<file path="src/logic/rv_isa_pkg.sv">
`default_nettype none

// Encodings of the RV32I subset that the core executes.
// Only add, sub, and, or, addi, lw, sw and beq are decoded.
package rv_isa_pkg;

    // ------------------------------
    // major opcodes
    // ------------------------------

    // bits [6:0] of every supported instruction.
    typedef enum logic [6:0] {
        op     = 7'b0110011,
        op_imm = 7'b0010011,
        load   = 7'b0000011,
        store  = 7'b0100011,
        branch = 7'b1100011
    } opcode_e;

    // ------------------------------
    // funct fields
    // ------------------------------

    // funct3 is bits [14:12]. add and sub share a value and are told apart by funct7.
    localparam logic [2:0] f3_add_sub = 3'b000;
    localparam logic [2:0] f3_and     = 3'b111;
    localparam logic [2:0] f3_or      = 3'b110;
    // lw and sw both carry the word-size code.
    localparam logic [2:0] f3_word    = 3'b010;
    localparam logic [2:0] f3_beq     = 3'b000;

    // funct7 is bits [31:25]. only sub sets bit 30.
    localparam logic [6:0] f7_base = 7'b0000000;
    localparam logic [6:0] f7_sub  = 7'b0100000;

    // ------------------------------
    // immediate formats and ALU operations
    // ------------------------------

    // selects which bit layout the immediate extender reassembles.
    typedef enum logic [1:0] {
        imm_i = 2'b00,
        imm_s = 2'b01,
        imm_b = 2'b10
    } imm_src_e;

    // the four ALU operations. add and sub share one adder.
    typedef enum logic [1:0] {
        alu_add = 2'b00,
        alu_sub = 2'b01,
        alu_and = 2'b10,
        alu_or  = 2'b11
    } alu_op_e;

endpackage

`default_nettype wire

</file>
<file path="src/logic/rv_core_pkg.sv">
`default_nettype none

// Microarchitectural types shared by the decoder, the datapath and the top level.
package rv_core_pkg;

    // ------------------------------
    // multiplexer selectors
    // ------------------------------

    // second ALU operand, register rs2 or the extended immediate.
    typedef enum logic {
        alu_src_reg = 1'b0,
        alu_src_imm = 1'b1
    } alu_src_e;

    // value written back to rd, ALU result or loaded word.
    typedef enum logic {
        res_src_alu = 1'b0,
        res_src_mem = 1'b1
    } result_src_e;

    // next pc, sequential or the branch target.
    typedef enum logic {
        pc_src_plus4  = 1'b0,
        pc_src_target = 1'b1
    } pc_src_e;

    // ------------------------------
    // control word and flags
    // ------------------------------

    // one control word per instruction, 9 bits wide.
    typedef struct packed {
        logic                 reg_we;
        logic                 mem_we;
        rv_isa_pkg::imm_src_e imm_src;
        rv_isa_pkg::alu_op_e  alu_op;
        alu_src_e             alu_src;
        result_src_e          result_src;
        pc_src_e              pc_src;
    } ctrl_t;

    // condition flags of the last ALU result.
    typedef struct packed {
        logic n;
        logic z;
        logic c;
        logic v;
    } alu_flags_t;

endpackage

`default_nettype wire

</file>
<file path="src/logic/main_decoder.sv">
`default_nettype none

// Decodes one instruction into the control word of the single-cycle datapath.
module main_decoder (
    input  wire logic [31:0]            instr,
    input  wire rv_core_pkg::alu_flags_t flags,
    input  wire logic                   run,
    output rv_core_pkg::ctrl_t          ctrl
);

    logic [6:0]         opcode;
    logic [2:0]         funct3;
    logic [6:0]         funct7;
    rv_core_pkg::ctrl_t dec;
    logic               is_beq;

    assign opcode = instr[6:0];
    assign funct3 = instr[14:12];
    assign funct7 = instr[31:25];

    // ------------------------------
    // static decode
    // ------------------------------

    // This block does not look at the flags.
    // The branch decision is added after it, so alu_op never depends on the ALU output.
    always_comb begin
        // the default word is a no-op that only advances pc by 4.
        dec            = '0;
        dec.imm_src    = rv_isa_pkg::imm_i;
        dec.alu_op     = rv_isa_pkg::alu_add;
        dec.alu_src    = rv_core_pkg::alu_src_reg;
        dec.result_src = rv_core_pkg::res_src_alu;
        dec.pc_src     = rv_core_pkg::pc_src_plus4;
        is_beq         = 1'b0;

        case (opcode)
            rv_isa_pkg::op: begin
                // R-type. an unsupported funct pair leaves reg_we low.
                if (funct3 == rv_isa_pkg::f3_add_sub && funct7 == rv_isa_pkg::f7_base) begin
                    dec.reg_we = 1'b1;
                    dec.alu_op = rv_isa_pkg::alu_add;
                end else if (funct3 == rv_isa_pkg::f3_add_sub && funct7 == rv_isa_pkg::f7_sub) begin
                    dec.reg_we = 1'b1;
                    dec.alu_op = rv_isa_pkg::alu_sub;
                end else if (funct3 == rv_isa_pkg::f3_and && funct7 == rv_isa_pkg::f7_base) begin
                    dec.reg_we = 1'b1;
                    dec.alu_op = rv_isa_pkg::alu_and;
                end else if (funct3 == rv_isa_pkg::f3_or && funct7 == rv_isa_pkg::f7_base) begin
                    dec.reg_we = 1'b1;
                    dec.alu_op = rv_isa_pkg::alu_or;
                end
            end
            rv_isa_pkg::op_imm: begin
                // addi only.
                dec.reg_we  = (funct3 == rv_isa_pkg::f3_add_sub);
                dec.alu_src = rv_core_pkg::alu_src_imm;
            end
            rv_isa_pkg::load: begin
                // lw adds the I immediate to rs1 and writes back the memory word.
                dec.reg_we     = (funct3 == rv_isa_pkg::f3_word);
                dec.alu_src    = rv_core_pkg::alu_src_imm;
                dec.result_src = rv_core_pkg::res_src_mem;
            end
            rv_isa_pkg::store: begin
                dec.mem_we  = (funct3 == rv_isa_pkg::f3_word);
                dec.imm_src = rv_isa_pkg::imm_s;
                dec.alu_src = rv_core_pkg::alu_src_imm;
            end
            rv_isa_pkg::branch: begin
                // beq compares by subtracting rs2 from rs1.
                dec.imm_src = rv_isa_pkg::imm_b;
                dec.alu_op  = rv_isa_pkg::alu_sub;
                is_beq      = (funct3 == rv_isa_pkg::f3_beq);
            end
            default: begin
                // unknown opcodes keep the no-op word.
            end
        endcase
    end

    // ------------------------------
    // branch decision and run gating
    // ------------------------------

    always_comb begin
        ctrl = dec;
        if (is_beq && flags.z) begin
            ctrl.pc_src = rv_core_pkg::pc_src_target;
        end
        // nothing is written until the datapath has left reset.
        if (!run) begin
            ctrl.reg_we = 1'b0;
            ctrl.mem_we = 1'b0;
        end
    end

endmodule

`default_nettype wire

</file>
<file path="config.mk">
export PLATFORM = sky130hd
export DESIGN_NAME = main_decoder
export DESIGN_NICKNAME = d
export VERILOG_FILES = /design/src/logic/rv_isa_pkg.sv /design/src/logic/rv_core_pkg.sv /design/src/logic/main_decoder.sv
export SDC_FILE = /design/constraint.sdc
export NUM_CORES = 1
export LEC_CHECK = 0
export CORE_AREA = 2 2 39 41
export DETAILED_ROUTE_END_ITERATION = 8
export DIE_AREA = 0 0 41 43
export DONT_BUFFER_PORTS = 1
export GPL_TIMING_DRIVEN = 0
export PLACE_DENSITY = 0.32
export RECOVER_POWER = 50
export SYNTH_ARGS = -nofsm -noshare
export SYNTH_HDL_FRONTEND = slang
export SYNTH_SLANG_ARGS = --single-unit
</file>
<file path="constraint.sdc">
create_clock -name vclk -period 2.3
set_input_delay 0.46 -clock vclk [all_inputs]
set_output_delay 0.46 -clock vclk [all_outputs]
set_load 0.02 [all_outputs]
</file>
# After elaboration in Yosys (flattened, before gate mapping)
# Cells that the tools add are included.
# W data, S select, Z words.
# totals
register_bits	0
latch_bits	0
mem_bits_rw	0
romBits	0
output_inout_bits	9
word_cells	34
memories	0
# classes
add_sub_neg	0
multipliers	0
div	0
n_lt_le_gt_ge	0
n_eq_ne	9
shift	0
n_mux	17
bitwise_logic	0
reduce_logical	8
# op_table
cell	n
$eq A7 B6 Y1 const B	3
$mux W2	5
$mux W1	9
$pmux W2 S2	2
$eq A7 B2 Y1 const B	1
$eq A7 B5 Y1 const B	1
$eq A7 B7 Y1 const B	1
$logic_not A7 Y1	1
$eq A3 B3 Y1 const B	2
$logic_and A1 B1 Y1	5
$eq A3 B2 Y1 const B	1
$logic_not A3 Y1	1
$pmux W1 S3	1
$reduce_or A3 Y1	1

# Depth between registers and ports, before layout
# Gate-level depths: netlist of run 1.
# depth
word_depth	8
ltp_mapped	4
mapped_depth_nobuf	4

# Least setup slack after synthesis of run 1
# OpenSTA, ideal clock, no wires.
# synth_timing
path_type	input -> output
start	input port instr[2]
end	output port ctrl[4] (netlist name)
arrival_time_ns	1.586
setup_slack_ns	0.254
path_stages	3
path_buffers	0
cell_sequence	and4bb_2 > nand2b_2 > nor4_1
# synth_rtl
element	line_no	text
start, declared	main_decoder.sv:5	input wire logic [31:0] instr,
end, declared	main_decoder.sv:8	output rv_core_pkg::ctrl_t ctrl

==> results of run 1 <==
how the worst min path moves through the flow:
stage	start	cells past startpoint	endpoint
floorplan	instr[4]	1	ctrl[1]
global placement	instr[4]	1	ctrl[1]
detailed placement	instr[4]	1	ctrl[1]
CTS	instr[4]	1	ctrl[1]
global route	instr[4]	1	ctrl[1]
finish	instr[4]	1	ctrl[1]
cells by family after synthesis:
kind of cell | after synthesis | share of synthesized area [%]
AND/OR/NAND/NOR | 23 | 76.48
AO/OA/AOI/OAI | 4 | 15.03
buffers and inverters | 2 | 3.923
XOR/XNOR | 1 | 4.576
area by class of cell:
| class | count | area, µm² | area share [%] |
|---|---|---|---|
| multi-input combinational | 28 | 183.9 | 86.98 |
| inverter | 2 | 7.507 | 3.550 |
| tap | 16 | 20.02 | 9.467 |
Yosys cell counts:
cell / number / area share (%)
a211oi_1: 1 / 3.9
a21oi_1: 1 / 2.6
and2_1: 1 / 3.3
and3_1: 1 / 3.3
and3b_1: 1 / 4.6
and4bb_2: 1 / 6.5
inv_1: 2 / 3.9
nand2_1: 2 / 3.9
nand2b_2: 1 / 4.6
nand3_1: 3 / 7.8
nand3b_1: 1 / 3.9
nor2_1: 5 / 9.8
nor2b_1: 2 / 6.5
nor3_1: 3 / 7.8
nor4_1: 1 / 3.3
nor4_4: 1 / 11
o2111ai_1: 1 / 4.6
o31ai_1: 1 / 3.9
xor2_1: 1 / 4.6
metal layers:
layer	GRT usage, %	vias to the layer above	part of all wire (%)
met1	7.595	99	29
met2	13.75	13	60
met3	1.571	0	11
met4	0	0	0
li1	-	111	-
met5	0	-	0
critical path, delay by kind of cell:
family / cells / cell delay (ns)
simple gates: 3 / 1.24
metrics by stage:
step / hold slack, ns / area (µm²) / cells / utilization, % / setup WS (ns)
CTS: 1.007 / 211.5 / 46 / 15.28 / 0.1273
floorplan: 1.003 / 191.4 / 30 / - / 0.2537
detailed placement: 1.007 / 211.5 / 46 / 15.28 / 0.1307
global route: 1.012 / 211.5 / 46 / 15.28 / 0.07767
global placement: 1.008 / 211.5 / 46 / 15.28 / 0.1437
finish: 1.006 / 211.5 / 46 / 15.28 / 0.1413
power by group:
group          switching (mW)  internal (mW)
combinational         0.00763        0.00742
clock                       0              0
sequential                  0              0
total                 0.00763        0.00742
==> results by group, run 1 <==
Timing
  • Worst slew margin: 37.91%
  • Fin crit share: 93.86%
  • Slew @ Worst Pin: 0.9229 ns
  • Endpoints failing hold: 0
  • RSZ-0062 raised after global routing: no
  • Max frequency: 463.2 MHz
  • Post-Route Setup TNS: 0 ns
  • Slew Viols, Final: 0
  • Fin crit period: 2.159 ns
  • Setup violators final: 0

Layout
  • # clk buffers: 0
  • FILL cells: 166
  • Synth-to-Final Area Change: 10.46%
  • Share of layout cells above drive strength 1: 6.667%
  • FF/Latch Area: 0 µm²
  • Commonest non-fill, non-tap cell in the layout: nor2_1
  • Most frequent cells in the layout: nor2_1, nor3_1, nand3_1
  • Seq cells: 0
  • Fin nets: 69
  • Diode count: 0

Placement
  • Buffers added on ports: 0
  • RD Place Congestion: 0.6459
  • Dpl hpwl: 572.7 µm

Drt
  • WL/cell: 13.22 µm
  • ANT nets after route: 0
  • Via count: 223
  • Final WL: 608 µm
  • DRC Markers: 0
  • Pre-antenna DRT Iters: 1
  • Iteration-0 DRC Markers: 0
  • Via density per instance: 4.848

Logic synthesis
  • Synth unique cells: 19
  • Synth warn: 0
  • Synthesized area: 191.4 µm²
  • Register area share after synthesis: 0%
  • Post-Syn Instances: 30
  • Synth Net Count: 67
  • Average size of a mapped cell: 6.381 µm²

Floorplanning
  • Initial core utilization: 13.83%
  • IO Count: 46
  • Std cell rows: 14
  • Die width: 41 µm
  • Die area: 0.001763 mm²
  • Core region area: 0.001384 mm²
  • Die height: 43 µm

Worst setup path
  • Critical path launch point type: input port
  • Worst setup path endpoint: ctrl[4]
  • Worst EP arrival: 1.70 ns
  • Critical Path Start: instr[2]
  • Crit-path max FO: 6
  • Worst Path Required: 1.84 ns
  • Critical Path Sink Type: primary output
  • CP peak stage delay: 0.81 ns
  • Slowest CP cell: nor4_1
  • Kind of critical path: input port to primary output
  • Worst-path cell chain: and4bb_1 > nand2b_2 > nor4_1

Global routing
  • First-pass GRT wire length: 945 µm
  • Initial antenna violation count: 0
  • Vias in the first global route: 221
  • GRT Residual Overflow: 0
  • GRT Overall Usage: 7.093%
  • Largest net degree at the start of global routing: 7

Pwr
  • Overall power: 0.01505 mW
  • Power per Cell Area: 71.18 mW/mm²
  • Worst VDD drop: 11.60 µV
  • Leak: 0.06903 nW

Hold path
  • Worst hold path class: input port to primary output

Clocking
  • # resized after CTS: 0
  • Hold_buf cts: 0
  • Post-CTS Setup Bufs: 0

Run
  • Maximum capacitance violations: 0

Run status
  • Status: complete, no violations
Note: power is estimated with default switching activity, not from simulation.
==> run 2, diff against run 1 <==
Settings changed: PLACE_DENSITY 0.32 to 0.33, SETUP_SLACK_MARGIN from default to 0.1.
Clock period 2.3 ns to 1.8 ns, I/O delays scaled along.
==> results by group, run 2 (same netlist as run 1, synthesis figures left out) <==
Run status
  • Status: complete, no violations

Drt
  • Via density per instance: 5.109 (+5.4%)
  • Pre-antenna DRT Iters: 2 (+1)
  • DRC Markers: 0 (unchanged)
  • Final WL: 613 µm (+0.82%)
  • Iteration-0 DRC Markers: 3 (+3)
  • Via count: 235 (+5.4%)
  • WL/cell: 13.33 µm (+0.82%)
  • ANT nets after route: 0 (unchanged)

Floorplanning
  • Std cell rows: 14 (unchanged)
  • Die height: 43 µm (unchanged)
  • Die width: 41 µm (unchanged)
  • Initial core utilization: 13.83% (unchanged)
  • IO Count: 46 (unchanged)
  • Core region area: 0.001384 mm² (unchanged)
  • Die area: 0.001763 mm² (unchanged)

Layout
  • Most frequent cells in the layout: nor2_1, nor3_1, nand3_1
  • Fin nets: 69 (unchanged)
  • Commonest non-fill, non-tap cell in the layout: nor2_1
  • Diode count: 0 (unchanged)
  • Synth-to-Final Area Change: 23.53%
  • Share of layout cells above drive strength 1: 20.00% (+13 points)
  • Seq cells: 0 (unchanged)
  • Fin cells: 46 (unchanged)
  • Finished Core Util: 17.09% (+1.8 points)
  • FF/Latch Area: 0 µm² (unchanged)
  • # clk buffers: 0 (unchanged)

Pwr
  • Internal: 0.009773 mW (+32%)
  • Switching Share: 53.76% (+3.1 points)
  • Seq pwr share: 0% (unchanged)
  • Leak: 0.07433 nW (+7.7%)
  • Clock share of power: 0% (unchanged)
  • Power per Cell Area: 89.38 mW/mm² (+26%)
  • Worst VDD drop: 18.99 µV (+64%)
  • Combinational power share: 100.0% (about the same)
  • NetSw: 0.01136 mW (+49%)

Timing
  • Setup violators final: 0 (unchanged)
  • Worst slew margin: 56.77% (+19 points)
  • Slew Viols, Final: 0 (unchanged)
  • Endpoints failing hold: 0 (unchanged)
  • Fin crit share: 95.45%
  • Slew @ Worst Pin: 0.6435 ns (-0.2794 ns)
  • RSZ-0062 raised after global routing: yes
  • Fin crit period: 1.718 ns
  • Max frequency: 582.0 MHz

Global routing
  • GRT Overall Usage: 6.793% (-0.30 points)
  • First-pass GRT wire length: 890 µm (-5.8%)
  • GRT Residual Overflow: 0 (unchanged)
  • Vias in the first global route: 211 (-4.5%)
  • Initial antenna violation count: 0 (unchanged)
  • Largest net degree at the start of global routing: 7 (unchanged)

Worst setup path
  • Critical Path Sink Type: primary output
  • Crit-path max FO: 6 (unchanged)
  • Worst EP arrival: 1.36 ns (-0.34 ns)
  • Critical path launch point type: input port
  • Kind of critical path: input port to primary output
  • Worst Path Required: 1.44 ns (-0.40 ns)

Clocking
  • Hold_buf cts: 0 (unchanged)
  • Post-CTS Setup Bufs: 0 (unchanged)

Placement
  • RD Place Congestion: 0.7016 (+8.6%)
  • Placed Instances: 46 (unchanged)
  • Buffers added on ports: 0 (unchanged)
  • Dpl hpwl: 571.8 µm (-0.16%)

Hold path
  • Worst hold path class: input port to primary output

Run
  • Maximum capacitance violations: 0 (unchanged)
## run 2: power by group through the flow
stage | Combinational, mW | Clock [mW] | Sequential (mW)
CTS | 0.0208 | 0 | 0
floorplan | 0.0177 | 0 | 0
finish | 0.0211 | 0 | 0
global route | 0.0235 | 0 | 0
detailed placement | 0.0203 | 0 | 0
global placement | 0.0196 | 0 | 0
## run 2: path summary, 6_finish.rpt
kind | start | end | cells after the start
max | instr[2] | ctrl[7] | 3
min | instr[30] | ctrl[4] | 1
## run 2: routing by layer
layer / global-route usage [%] / vias to the layer above / part of all wire (%)
met5: 0 / - / 0
met4: 0 / 0 / 0
met3: 0.5236 / 0 / 11
met2: 11.88 / 13 / 58
met1: 9.177 / 107 / 31
li1: - / 115 / -
## run 2: critical path, stage by stage
cell and delay (ns):
and4bb_2 0.31, nand2b_2 0.14, nor3_1 0.55
## run 2: final cells by class
class                           instances  area [µm²]
Fill cell                             155        1147
Multi-Input combinational cell         28       209.0
Tap cell                               16       20.02
Inverter                                2       7.507
## run 2: timing repair
item                                   4_1_cts  5_1_grt
gates resized for setup                      1        1
gates cloned                                 0        0
pin swaps                                    0        0
endpoints found under the hold margin        0        0
setup endpoints to repair                    3        3
## run 2: stage by stage
stage / setup WS (ns) / power, mW / area (µm²) / hold WS [ns] / setup TNS (ns)
3_5_place_dp: -0.01774 / 0.02032 / 222.7 / 0.7755 / -0.01774
2_1_floorplan: 0.08589 / 0.01766 / 202.7 / 0.7723 / 0
3_3_place_gp: -0.01168 / 0.01962 / 222.7 / 0.7782 / -0.01168
6_report: 0.08182 / 0.02114 / 236.5 / 0.7592 / 0
4_1_cts: 0.08120 / 0.02078 / 227.7 / 0.7755 / 0
5_1_grt: 0.03152 / 0.02350 / 236.5 / 0.7618 / 0
